File: src/hw/memCtrlPkg.sv
package memCtrlPkg;

    localparam int ADDR_W = 32;
    localparam int WORD_W = 32;
    localparam int BYTE_W = 8;
    localparam int LEN_W  = 3;

    typedef logic [ADDR_W-1:0] addrT;
    typedef logic [WORD_W-1:0] wordT;
    typedef logic [BYTE_W-1:0] byteT;
    typedef logic [LEN_W-1:0]  lenT;

    // instruction fetch is always a full word
    localparam lenT FETCH_LEN = 3'd4;

    // sequencer phases
    typedef enum logic [1:0] {
        IDLE = 2'b00,
        RUN  = 2'b01,
        DONE = 2'b10
    } seqStateT;

endpackage

File: src/hw/memReqIf.sv
`timescale 1ns/10ps

interface memReqIf;

    logic             valid;
    logic             write;
    memCtrlPkg::addrT addr;
    memCtrlPkg::lenT  len;
    memCtrlPkg::wordT wdata;
    // one-cycle pulse, rdata only meaningful with it
    logic             done;
    memCtrlPkg::wordT rdata;

    modport arb (
        output valid, write, addr, len, wdata,
        input  done, rdata
    );

    modport seq (
        input  valid, write, addr, len, wdata,
        output done, rdata
    );

endinterface

File: src/hw/memArbiter.sv
`timescale 1ns/10ps

module memArbiter (
    input  logic             clk,
    input  logic             rst,

    input  logic             i_fetchEn,
    input  memCtrlPkg::addrT i_fetchAddr,

    input  logic             i_dataEn,
    input  logic             i_dataWrite,
    input  memCtrlPkg::lenT  i_dataLen,
    input  memCtrlPkg::addrT i_dataAddr,
    input  memCtrlPkg::wordT i_dataWdata,

    output logic             o_fetchDone,
    output memCtrlPkg::wordT o_fetchInst,
    output logic             o_dataDone,
    output memCtrlPkg::wordT o_dataRdata,

    memReqIf.arb             req
);

    logic grantFetch;
    logic grantData;
    logic grantIdle;
    logic selFetch;
    logic selData;

    assign grantIdle = !grantFetch && !grantData;

    // data port wins a tie while nothing is granted
    assign selData  = grantData || (grantIdle && i_dataEn);
    assign selFetch = grantFetch || (grantIdle && !i_dataEn && i_fetchEn);

    always_ff @(posedge clk) begin
        if (rst) begin
            grantFetch <= 1'b0;
            grantData  <= 1'b0;
        end else if (req.done) begin
            grantFetch <= 1'b0;
            grantData  <= 1'b0;
        end else if (grantIdle) begin
            grantData  <= i_dataEn;
            grantFetch <= !i_dataEn && i_fetchEn;
        end
    end

    // request fields follow whichever port is selected
    assign req.valid = selData || selFetch;
    assign req.write = selData && i_dataWrite;
    assign req.addr  = selData ? i_dataAddr : i_fetchAddr;
    assign req.len   = selData ? i_dataLen : memCtrlPkg::FETCH_LEN;
    assign req.wdata = selData ? i_dataWdata : '0;

    // completion only goes back to the owner of the grant
    assign o_fetchDone = req.done && grantFetch;
    assign o_dataDone  = req.done && grantData;
    assign o_fetchInst = grantFetch ? req.rdata : '0;
    assign o_dataRdata = grantData ? req.rdata : '0;

endmodule

File: src/hw/byteSequencer.sv
`timescale 1ns/10ps

module byteSequencer (
    input  logic             clk,
    input  logic             rst,
    input  logic             i_rdy,
    input  memCtrlPkg::byteT i_memRdata,

    output memCtrlPkg::addrT o_memAddr,
    output logic             o_memWrite,
    output memCtrlPkg::byteT o_memWdata,

    memReqIf.seq             req
);

    memCtrlPkg::seqStateT state;

    // issueCnt is the offset on the bus, capCnt the offset coming back
    memCtrlPkg::lenT  issueCnt;
    memCtrlPkg::lenT  capCnt;
    memCtrlPkg::lenT  lenReg;
    memCtrlPkg::lenT  lastIdx;
    logic             writeReg;
    memCtrlPkg::wordT wdataReg;
    memCtrlPkg::wordT rdWord;
    memCtrlPkg::wordT rdMerged;

    logic             prevRdy;
    memCtrlPkg::byteT heldByte;
    memCtrlPkg::byteT curByte;

    logic             accept;
    logic             byteBack;

    assign accept   = (state == memCtrlPkg::IDLE) && req.valid && i_rdy;
    assign lastIdx  = lenReg - memCtrlPkg::lenT'(1);
    // nothing returns in the first run cycle
    assign byteBack = (state == memCtrlPkg::RUN) && (issueCnt != capCnt);

    always_ff @(posedge clk) begin
        if (rst) begin
            state    <= memCtrlPkg::IDLE;
            issueCnt <= '0;
            capCnt   <= '0;
            writeReg <= 1'b0;
        end else if (i_rdy) begin
            case (state)
                memCtrlPkg::IDLE: begin
                    if (req.valid) begin
                        state    <= memCtrlPkg::RUN;
                        issueCnt <= '0;
                        capCnt   <= '0;
                        writeReg <= req.write;
                    end
                end
                memCtrlPkg::RUN: begin
                    if (byteBack) begin
                        capCnt <= capCnt + memCtrlPkg::lenT'(1);
                    end
                    // last address shown, its byte arrives in the done cycle
                    if (issueCnt == lastIdx) begin
                        state <= memCtrlPkg::DONE;
                    end else begin
                        issueCnt <= issueCnt + memCtrlPkg::lenT'(1);
                    end
                end
                memCtrlPkg::DONE: begin
                    state <= memCtrlPkg::IDLE;
                end
                default: begin
                    state <= memCtrlPkg::IDLE;
                end
            endcase
        end
    end

    always_ff @(posedge clk) begin
        if (i_rdy) begin
            if (accept) begin
                o_memAddr <= req.addr;
                lenReg    <= req.len;
                wdataReg  <= req.wdata;
                rdWord    <= '0;
            end else if (state == memCtrlPkg::RUN) begin
                if (byteBack) begin
                    rdWord[capCnt[1:0]*memCtrlPkg::BYTE_W +: memCtrlPkg::BYTE_W] <= curByte;
                end
                if (issueCnt != lastIdx) begin
                    o_memAddr <= o_memAddr + memCtrlPkg::addrT'(1);
                end
            end
        end
    end

    // the ram keeps running through a stall, so keep the byte that
    // was due in the first stalled cycle and replay it afterwards
    always_ff @(posedge clk) begin
        if (rst) begin
            prevRdy <= 1'b1;
        end else begin
            prevRdy <= i_rdy;
        end
    end

    always_ff @(posedge clk) begin
        if (prevRdy) begin
            heldByte <= i_memRdata;
        end
    end

    assign curByte = prevRdy ? i_memRdata : heldByte;

    // final byte merged straight from the bus in the done cycle
    always_comb begin
        rdMerged = rdWord;
        rdMerged[capCnt[1:0]*memCtrlPkg::BYTE_W +: memCtrlPkg::BYTE_W] = curByte;
    end

    assign req.done  = (state == memCtrlPkg::DONE) && i_rdy;
    assign req.rdata = writeReg ? '0 : rdMerged;

    // stores go out lowest byte first
    assign o_memWrite = (state == memCtrlPkg::RUN) && writeReg && i_rdy;
    assign o_memWdata = wdataReg[issueCnt[1:0]*memCtrlPkg::BYTE_W +: memCtrlPkg::BYTE_W];

endmodule

File: src/hw/memCtrl.sv
`timescale 1ns/10ps

module memCtrl (
    input  logic             clk,
    input  logic             rst,
    input  logic             i_rdy,

    // instruction fetch
    input  logic             i_fetchEn,
    input  memCtrlPkg::addrT i_fetchAddr,
    output logic             o_fetchDone,
    output memCtrlPkg::wordT o_fetchInst,

    // data load/store
    input  logic             i_dataEn,
    input  logic             i_dataWrite,
    input  memCtrlPkg::lenT  i_dataLen,
    input  memCtrlPkg::addrT i_dataAddr,
    input  memCtrlPkg::wordT i_dataWdata,
    output logic             o_dataDone,
    output memCtrlPkg::wordT o_dataRdata,

    // byte ram
    input  memCtrlPkg::byteT i_memRdata,
    output memCtrlPkg::addrT o_memAddr,
    output logic             o_memWrite,
    output memCtrlPkg::byteT o_memWdata
);

    memReqIf reqIf ();

    memArbiter arbiter_i (
        .clk         (clk),
        .rst         (rst),
        .i_fetchEn   (i_fetchEn),
        .i_fetchAddr (i_fetchAddr),
        .i_dataEn    (i_dataEn),
        .i_dataWrite (i_dataWrite),
        .i_dataLen   (i_dataLen),
        .i_dataAddr  (i_dataAddr),
        .i_dataWdata (i_dataWdata),
        .o_fetchDone (o_fetchDone),
        .o_fetchInst (o_fetchInst),
        .o_dataDone  (o_dataDone),
        .o_dataRdata (o_dataRdata),
        .req         (reqIf.arb)
    );

    byteSequencer sequencer_i (
        .clk        (clk),
        .rst        (rst),
        .i_rdy      (i_rdy),
        .i_memRdata (i_memRdata),
        .o_memAddr  (o_memAddr),
        .o_memWrite (o_memWrite),
        .o_memWdata (o_memWdata),
        .req        (reqIf.seq)
    );

endmodule

File: config.mk
export PLATFORM = sky130hd
export DESIGN_NAME = memCtrl
export DESIGN_NICKNAME = d
export VERILOG_FILES = /design/src/hw/memCtrlPkg.sv /design/src/hw/memReqIf.sv /design/src/hw/memArbiter.sv /design/src/hw/byteSequencer.sv /design/src/hw/memCtrl.sv
export SDC_FILE = /design/constraint.sdc
export NUM_CORES = 1
export LEC_CHECK = 0
export ABC_AREA = 0
export BUFFER_PORTS_ARGS = -buffer_cell sky130_fd_sc_hd__buf_2
export CORE_UTILIZATION = 40
export DETAILED_ROUTE_END_ITERATION = 16
export MAX_ROUTING_LAYER = met4
export PLACE_DENSITY = 0.73
export REMOVE_ABC_BUFFERS = 1
export SLEW_MARGIN = 20
export SYNTH_ARGS = -nofsm -noshare
export SYNTH_HDL_FRONTEND = slang
export SYNTH_SLANG_ARGS = --single-unit
export TNS_END_PERCENT = 50
File: constraint.sdc
create_clock -name clk -period 5.4 [get_ports clk]
set_input_delay 0.81 -clock clk [delete_from_list [all_inputs] [get_ports clk]]
set_output_delay 0.81 -clock clk [all_outputs]
set_load 0.005 [all_outputs]
Word-level counts from Yosys, hierarchy flattened

Index checks and enable logic that the tools add are counted.

Register bits: 119
Output and inout port bits: 107

Add/subtract/negate cells: 5
Equality and inequality tests: 9
Shift operators: 3
Multiplexer cells: 19
Reductions and logical operators: 33

Operator list:

| operator                                              | number |
|---|---|
| 2-to-1 mux 32 bit                                     | 9 |
| negation 5 -> 34 bit                                  | 1 |
| variable shift 8 x 34 -> 32 bit, first input constant | 1 |
| indexed part select 8 x 34 -> 32 bit                  | 1 |
| adder 32 x 1 -> 32 bit, second input constant         | 1 |
| bitwise mux 32 bit                                    | 1 |
| indexed part select 32 x 6 -> 8 bit                   | 1 |
| logical AND 1 bit                                     | 14 |
| one-hot mux 3 bit (2 select lines)                    | 2 |
| AND reduction 3 bit                                   | 4 |
| 2-to-1 mux 3 bit                                      | 3 |
| 2-to-1 mux 8 bit                                      | 1 |
| AND reduction 4 bit                                   | 2 |
| nonzero test 2 bit                                    | 4 |
| adder 3 x 1 -> 3 bit, second input constant           | 2 |
| != test 2 x 1 -> 1 bit, second input constant         | 3 |
| != test 3 bit                                         | 2 |
| 2-to-1 mux 2 bit                                      | 2 |
| one-hot mux 2 bit (2 select lines)                    | 1 |
| == test 3 bit                                         | 1 |
| logical NOT 1 bit                                     | 3 |
| logical OR 1 bit                                      | 3 |
| subtractor 3 x 1 -> 3 bit, second input constant      | 1 |
| == test 2 x 1 -> 1 bit, second input constant         | 1 |
| other kinds (5)                                       | 5 |

Logic depth before layout (Yosys ltp)

Gate-level depths: netlist (run 1).

Depth in word-level cells: 10
Depth in mapped cells: 7
Depth with buffers taken out: 6

By module

A second synthesis (run 1) with hierarchy kept.

Cells, all modules: 655
Area, all modules: 6915.4 um2

Modules (own cells, without submodules):

| module        | instances | cells each | area each (um2) | seq. area each (um2) |
|---|---|---|---|---|
| byteSequencer | 1         | 498        | 5745.5          | 3333.2 |
| memArbiter    | 1         | 157        | 1169.9          | 40.0 |

Least setup slack after synthesis (run 1)

Ideal clock, no wire load.

Kind: input to register
Start point: input port i_dataEn
End point: register sequencer_i.o_memAddr[0] (enable)
Library setup time: 0.423 ns
Arrival time: 2.760 ns
Data required time: 4.977 ns
Setup slack: 2.217 ns
Stages: 5
Path buffers: 2
Cell sequence: or4_1 > clkbuf_1 > o21ai_1 > clkbuf_1 > nor2_1

Cells in the longest elaborated chain, start to end: 9
Elaborated cells between the ends (all ways): 12
Classes of those cells: reduce/logical (12)

Ends and longest elaborated chain:

| item                                   | RTL line            | text |
|---|---|---|
| start, declared                        | memCtrl.sv:15       | `input logic i_dataEn,` |
| logical NOT 1 bit                      | memArbiter.sv:34    | `assign selFetch = grantFetch \|\| (grantIdle && !i_dataEn && i_fetchEn);` |
| logical AND 1 bit (2 in a row)         | memArbiter.sv:34    |  |
| logical OR 1 bit                       | memArbiter.sv:34    |  |
| logical OR 1 bit *                     | memArbiter.sv:50    | `assign req.valid = selData \|\| selFetch;` |
| logical AND 1 bit * (2 in a row)       | byteSequencer.sv:35 | `assign accept = (state == memCtrlPkg::IDLE) && req.valid && i_rdy;` |
| nonzero test 2 bit (no source line)    | --                  |  |
| AND reduction 3 bit (no source line) * | --                  |  |
| end signal, assigned                   | byteSequencer.sv:80 | `o_memAddr <= req.addr;` |
| end signal, assigned                   | byteSequencer.sv:89 | `o_memAddr <= o_memAddr + memCtrlPkg::addrT'(1);` |
| end, declared                          | byteSequencer.sv:9  | `output memCtrlPkg::addrT o_memAddr,` |

Mark *: on every way between the ends. The rest lies on a longest branch, timed or not.
A chain may end at the register's enable or synchronous reset.

Final worst setup path (run 1)

Start point: register sequencer_i.capCnt[0]
End point: output port o_dataRdata[1]

Cells in the longest elaborated chain, start to end: 5
Elaborated cells between the ends (all ways): 6
Classes of those cells: add/sub (1); shift (2); mux (3)

Ends and longest elaborated chain:

| item                                                                                           | RTL line             | text |
|---|---|---|
| start, declared                                                                                | byteSequencer.sv:20  | `memCtrlPkg::lenT capCnt;` |
| start signal, assigned                                                                         | byteSequencer.sv:58  | `capCnt <= capCnt + memCtrlPkg::lenT'(1);` |
| negation 5 -> 34 bit *                                                                         | byteSequencer.sv:116 | `rdMerged[capCnt[1:0]*memCtrlPkg::BYTE_W +: memCtrlPkg::BYTE_W] = curByte;` |
| indexed part select 8 x 34 -> 32 bit / variable shift 8 x 34 -> 32 bit (equally long branches) | byteSequencer.sv:116 |  |
| bitwise mux 32 bit *                                                                           | byteSequencer.sv:116 |  |
| 2-to-1 mux 32 bit *                                                                            | byteSequencer.sv:120 | `assign req.rdata = writeReg ? '0 : rdMerged;` |
| 2-to-1 mux 32 bit *                                                                            | memArbiter.sv:60     | `assign o_dataRdata = grantData ? req.rdata : '0;` |
| end, declared                                                                                  | memCtrl.sv:21        | `output memCtrlPkg::wordT o_dataRdata,` |

Marked as above.

==> metrics, run 1 <==
final setup fails=0; Max clock buf depth=2; path depth of the worst reg2reg path=5; total grt overflow=0; gr usage total=21.39%; Hold-fix buffers, CTS=0; vias in the first global route=between 5000 and 6000; critical path required time=~4.6 ns; Resized cells post-CTS=0; TritonRoute pass-1 iters=4; CP max-delay cell=nor3_1; DRC errors left=0; max-slew violations=0; placed cell areas=between 7000 and 8000 um^2; post-CTS setup buffer count=0; final instance area=roughly 8500 um^2; clock tree from TritonCTS=built; startpoint of the worst register-to-register path=arbiter_i.grantFetch$_SDFFE_PP0N_; Vias/cell=5.331; setup TNS=0 ns; post-synth top area share=between 40% and 50%; RR Endpoint=sequencer_i.rdWord[2]$_SDFFCE_PP0P_; initial antenna violation count=1; per-cell routed wire length=roughly 16 um; H-tree depth=4; Worst slew margin=between 30% and 40%; Tcrit/Tclk final=between 60% and 70%; Mean Syn Cell Area=between 10 and 15 um^2; largest net degree at the start of global routing=44; Filler Cells Inserted=1457; post-synthesis cell area=6681 um^2; CTS Sinks=approximately 120; clk_lat worst skew=~0.41 ns; Final ANT Viol Nets=0; Post-synth EDFFs=roughly 100; Die W=approximately 130 um; setup slack, reg-to-reg=about 2.2 ns; via count=5758; clock root cell=clkbuf_16; Primary FF master, synth=edfxtp_1; PwrDens=about 320 nW/um^2; Crit Path Class=register to output pin; Core Box Area=around 16000 um^2; nets=971; Yosys cell types=between 50 and 60; I/O Buffers=approximately 220; max_cap viols=0; first-pass GRT wire length=28070 um; hold path startpoint=sequencer_i.capCnt[2]$_SDFFE_PP0P_; f_max=about 270 MHz; largest area contributor in the netlist=edfxtp_1; worst min path class=register to register; TritonCTS Buffers=17; clk_skew=roughly 0.0078 ns; worst-path cell chain=inv_1, ha_1, nand2_1, nor3_1, a21oi_1, nor2_1, buf_2; share of cells above drive strength 1=between 30 and 40%; outcome=finished clean; final wirelength=about 18000 um; worst hold stages=1; Worst EP arrival=about 2.9 ns; Die Area=about 17000 um^2; post-synthesis register bit count=119; Critical Path End Type=output pin; initial DRC count=around 300; synth warn=0; RSZ-0062 raised after global routing=no; critical path fanouts, max=9; cells after synthesis=642; critical path launch point type=register; Synth async-reset ratio=0%; hold endpoint=sequencer_i.capCnt[2]$_SDFFE_PP0P_; synth cell count leaders=107 x nor2_1, 99 x edfxtp_1, 37 x and2_1; crit path time final=around 3.7 ns; Area contributors post-synth=edfxtp_1 44%, nor2_1 6.0%, dfxtp_1 6.0%; Area Overhead vs Synth=26.84%; Pleak=3.500 nW; top-count cell post-synth=nor2_1; post-DP HPWL=approximately 13000 um; IO Count=220; Die Y-Extent=about 130 um; Initial Util=between 40% and 50%; Slew @ Worst Pin=1.044 ns; max incr delay on CP=roughly 0.80 ns; GP Congestion=between 0.7 and 0.8; clk slew on worst S/H paths=0.05 ns; Max IR drop VDD=~200 uV; sequential cell area fraction in the yosys report=just over 50%; Core Rows=46; final hold vios=0
cells in the final DEF, fill, tap and decap left out, types with 6 or more instances in the layout:
cell type,instances
a211oi_1,14
a21boi_0,12
a21oi_1,34
a22oi_1,8
a31oi_1,18
and2_1,37
and3_1,8
buf_2,219
buf_4,6
clkbuf_16,17
dfxtp_1,20
edfxtp_1,99
ha_1,8
inv_1,14
mux2_2,10
mux2i_1,23
mux4_2,8
nand2_1,22
nand3_1,13
nand4_1,15
nor2_1,105
nor2b_1,26
nor3_1,7
nor4_1,9
o21ai_0,9
o31ai_1,9
or4_1,12
xnor2_1,10
xor2_1,9
critical path, delay by kind of cell, from the launching register on:
family                     cells  cell delay [ns]
and+or+nand+nor                3             1.07
DFF                            1             0.39
adders and majority gates      1             0.39
AOI/OAI and AO/OA              1             0.32
buffers and inverters          2             0.31
state kept, by name, summed over array words and instances, names as in the netlist:
name / count
sequencer_i.o_memAddr: 32
sequencer_i.rdWord: 32
sequencer_i.wdataReg: 32
sequencer_i.heldByte: 8
sequencer_i.capCnt: 3
sequencer_i.issueCnt: 3
sequencer_i.lenReg: 3
sequencer_i.state: 2
arbiter_i.grantData: 1
arbiter_i.grantFetch: 1
sequencer_i.prevRdy: 1
sequencer_i.writeReg: 1
cell families (layout without fill, tap and decap cells):
family,after synthesis,in the layout,synth area share (%)
other,0,1,0
muxes,41,41,7.828
DFF,119,119,50.49
buffers and inverters,52,273,3.689
xor gates and xnor gates,20,20,2.828
adders and majority gates,8,8,1.498
AOI/OAI and AO/OA,118,118,11.52
and+or+nand+nor,284,284,22.15
per-layer routing:
metal	up-vias	share of wire, %	routed length (um)	GRT usage [%]
li1	2793	-	-	-
met1	2682	44	7770	27.04
met2	263	46	8087	32.77
met3	20	7.6	1344	5.247
met4	0	2.2	391	8.758
met5	-	0	0	-
report_power, final:
| group | internal (mW) | switching [mW] | total (mW) |
|---|---|---|---|
| registers | 1.12 | 0.0693 | 1.19 |
| logic | 0.208 | 0.275 | 0.483 |
| clock network | 0.667 | 0.393 | 1.06 |
| total | 2.00 | 0.737 | 2.74 |
how the worst max path moves through the flow:
stage,to,slack [ns],cells after the start,start
floorplan,sequencer_i.o_memAddr[8]$_DFFE_PP_,2.19,4,i_rdy
global placement,sequencer_i.o_memAddr[8]$_DFFE_PP_,1.72,5,i_dataEn
detailed placement,sequencer_i.rdWord[2]$_SDFFCE_PP0P_,1.65,6,i_dataEn
CTS,o_dataRdata[1],1.73,7,sequencer_i.capCnt[0]$_SDFFE_PP0P_
global route,o_dataRdata[14],1.43,7,sequencer_i.capCnt[0]$_SDFFE_PP0P_
finish,o_dataRdata[1],1.70,7,sequencer_i.capCnt[0]$_SDFFE_PP0P_
cell type report:
cell class,instances,area (um^2),share of cell area (%)
diodes,1,2.502,0.02953
clock buffers,20,436.7,5.153
clock inverters,12,110.1,1.299
inverters,16,61.31,0.7235
multi-input cells,471,3079,36.34
flip-flops and latches,119,3373,39.81
well taps,216,270.3,3.189
repair buffers,225,1141,13.47
through the flow:
step | setup slack [ns] | hold slack [ns] | util, % | total power [mW] | cells
floorplan | 2.194 | 0.4371 | - | 1.483 | 606
global placement | 1.724 | 0.4804 | 49.13 | 1.676 | 1047
detailed placement | 1.649 | 0.4851 | 49.13 | 1.692 | 1047
CTS | 1.733 | 0.4924 | 52.52 | 2.752 | 1079
global route | 1.429 | 0.5018 | 52.59 | 2.859 | 1080
finish | 1.700 | 0.4870 | 52.59 | 2.735 | 1080
Power figures use the tool's default switching activity.
==> run 2, diff against run 1 <==
PLACE_DENSITY = 0.75   (was 0.73)
clock period = 3.3 ns   (was 5.4 ns; I/O delays follow)
==> run 2 against run 1 <==
  * Worst hold slack lost 0.13 ns
  * Final cell count up 1.0%
  * Total power increased by 68%
  * Non-clock buffer count is 8 higher
  * Sequential power up 64%
  * Sequential share of layout area fell by 0.57 points
  * Global-route usage increased by 0.17 points
  * Final area is 1.4% higher
  * First-iteration DRC count up 35%
  * Worst setup slack worse by 1.4 ns
  * Combinational power up 67%
  * Utilization rose by 0.76 points
  * Highest routed layer unchanged
==> metrics, run 2 (synthesis results as in run 1) <==
outcome=finished clean; f_max=335.7 MHz; Worst setup endpoint=o_dataRdata[16]; Clk pwr share=40.1%; commonest non-fill, non-tap cells in the layout=219 x buf_2, 105 x nor2_1, 99 x edfxtp_1; max_cap viols=0; Die Area=between 15000 and 20000 um^2; clock root cell=clkbuf_16; max incr delay on CP=approximately 0.5 ns; vias in the first global route=5267; Final Non-Filler Cells=1091; Flop pwr share=42.4%; Slew @ Worst Pin=0.7935 ns; TritonCTS Buffers=17; clk slew on worst S/H paths=0.05 ns; Post-Place Cells=around 1100; Die Y-Extent=about 130 um; DRC errors left=0; post-layout util=53.35%; share of cells above drive strength 1=between 30% and 40%; critical path required time=~2.8 ns; hold path startpoint=i_dataLen[2]; via count=5803; Max clock buf depth=2; post-DP HPWL=about 13000 um; clk_skew=between 0.008 and 0.009 ns; Filler Cells Inserted=approximately 1400; critical path launch point type=register; combinational share of power=17.5%; cell mode on critical path=inv_1; Core Rows=46; Max IR drop VDD=444.8 uV; GP Congestion=0.8782; gr usage total=between 20% and 30%; worst hold slack=0.3539 ns; final hold vios=0; switching share of power=about 27%; setup TNS=0 ns; TritonRoute pass-1 iters=5; worst-path cell chain=inv_1, ha_1, inv_1, nor4b_1, buf_4, a21oi_1, nor2_1, buf_2; total grt overflow=0; Cell Int Power=3.370 mW; initial DRC count=slightly below 400; final setup fails=0; Vias/cell=about 5.3; IO Count=220; Core Box Area=roughly 16000 um^2; Die W=between 100 and 150 um; per-cell routed wire length=between 15 and 20 um; crit path launch=sequencer_i.capCnt[0]$_SDFFE_PP0P_; Worst EP arrival=around 2.5 ns; startpoint of the worst register-to-register path=arbiter_i.grantFetch$_SDFFE_PP0N_; setup slack, reg-to-reg=~1 ns; clock tree from TritonCTS=built; CP max-delay cell=dfxtp_1; worst min path class=primary input to register; max-slew violations=0; I/O Buffers=roughly 220; Area Overhead vs Synth=28.67%; clk_lat worst skew=a little over 0.4 ns; Tcrit/Tclk final=between 90 and 100%; area of the multi-input gates=slightly above 3000 um^2; critical path fanouts, max=8; path depth of the worst reg2reg path=5; CTS Sinks=119; Critical Path End Type=output pin; top flop regs=sequencer_i.o_memAddr x32, sequencer_i.rdWord x32, sequencer_i.wdataReg x32; final wirelength=roughly 18000 um; nets=roughly 1000; RSZ-0062 raised after global routing=no; Worst slew margin=46.61%; PwrDens=~540 nW/um^2; crit path time final=slightly below 3 ns; post-CTS setup buffer count=0; Crit Path Class=register to output pin; commonest non-fill, non-tap cell in the layout=buf_2; first-pass GRT wire length=~28000 um; H-tree depth=4; initial antenna violation count=4; Initial Util=41.46%; Final ANT Viol Nets=0; RR Endpoint=sequencer_i.o_memAddr[8]$_DFFE_PP_; FF+latch area=between 3000 and 4000 um^2; Pleak=around 3.6 nW; Net Sw Power=roughly 1.2 mW; largest net degree at the start of global routing=between 40 and 50
-- run 2: cell type report --
cell class	count	area share, %
Antenna cell	4	0.1164
Clock buffer	19	5.036
Clock inverter	13	1.819
Inverter	16	0.7131
Multi-Input combinational cell	471	35.82
Sequential cell	119	39.24
Tap cell	216	3.144
Timing Repair Buffer	233	14.12
-- run 2: per-stage QoR --
stage	instance area, um^2	setup WS [ns]	total power, mW
final	8597	0.3214	4.605
after floorplan	6495	0.3186	2.427
after global placement	7990	0.7001	2.765
after detailed placement	7993	0.5606	2.788
after global routing	8597	0.09631	4.814
after CTS	8582	0.1087	4.641
-- run 2: worst min path at each step --
stage,to,cells after the start,slack (ns)
floorplan,sequencer_i.writeReg$_SDFFE_PP0P_,2,0.44
global placement,sequencer_i.writeReg$_SDFFE_PP0P_,2,0.46
detailed placement,sequencer_i.writeReg$_SDFFE_PP0P_,2,0.48
CTS,sequencer_i.lenReg[2]$_SDFFCE_PP1P_,2,0.34
global route,sequencer_i.wdataReg[20]$_SDFFCE_PP0P_,2,0.34
finish,sequencer_i.lenReg[2]$_SDFFCE_PP1P_,2,0.35
-- run 2: critical path: cells and delay by family, from the launching register on --
family                   cells  cell delay, ns
AND/OR/NAND/NOR              2            0.47
AO/OA/AOI/OAI                1            0.14
buffers and inverters        4            0.61
flip-flops                   1            0.49
adder cells (fa/ha/maj)      1            0.37
-- run 2: per-layer routing --
metal  wire length, um  vias up  global-route usage (%)
met5                 0        -                       -
met4               261        0                   5.294
met3              1565       19                   7.176
met2              8430      275                   34.16
met1              7482     2684                   26.43
li1                  -     2825                       -
-- run 2: what timing repair did --
item,in CTS,in global routing
endpoints found under the setup margin,0,16
resized for setup,0,1
hold buffers,0,0
-- run 2: power groups by stage --
stage          clock network [mW]  registers (mW)  logic [mW]
3_5_place_dp                    0            1.98       0.809
6_report                     1.85            1.95       0.808
5_1_grt                      1.94            1.97       0.899
2_1_floorplan                   0            1.95       0.472
3_3_place_gp                    0            1.97       0.793
4_1_cts                      1.88            1.95       0.813
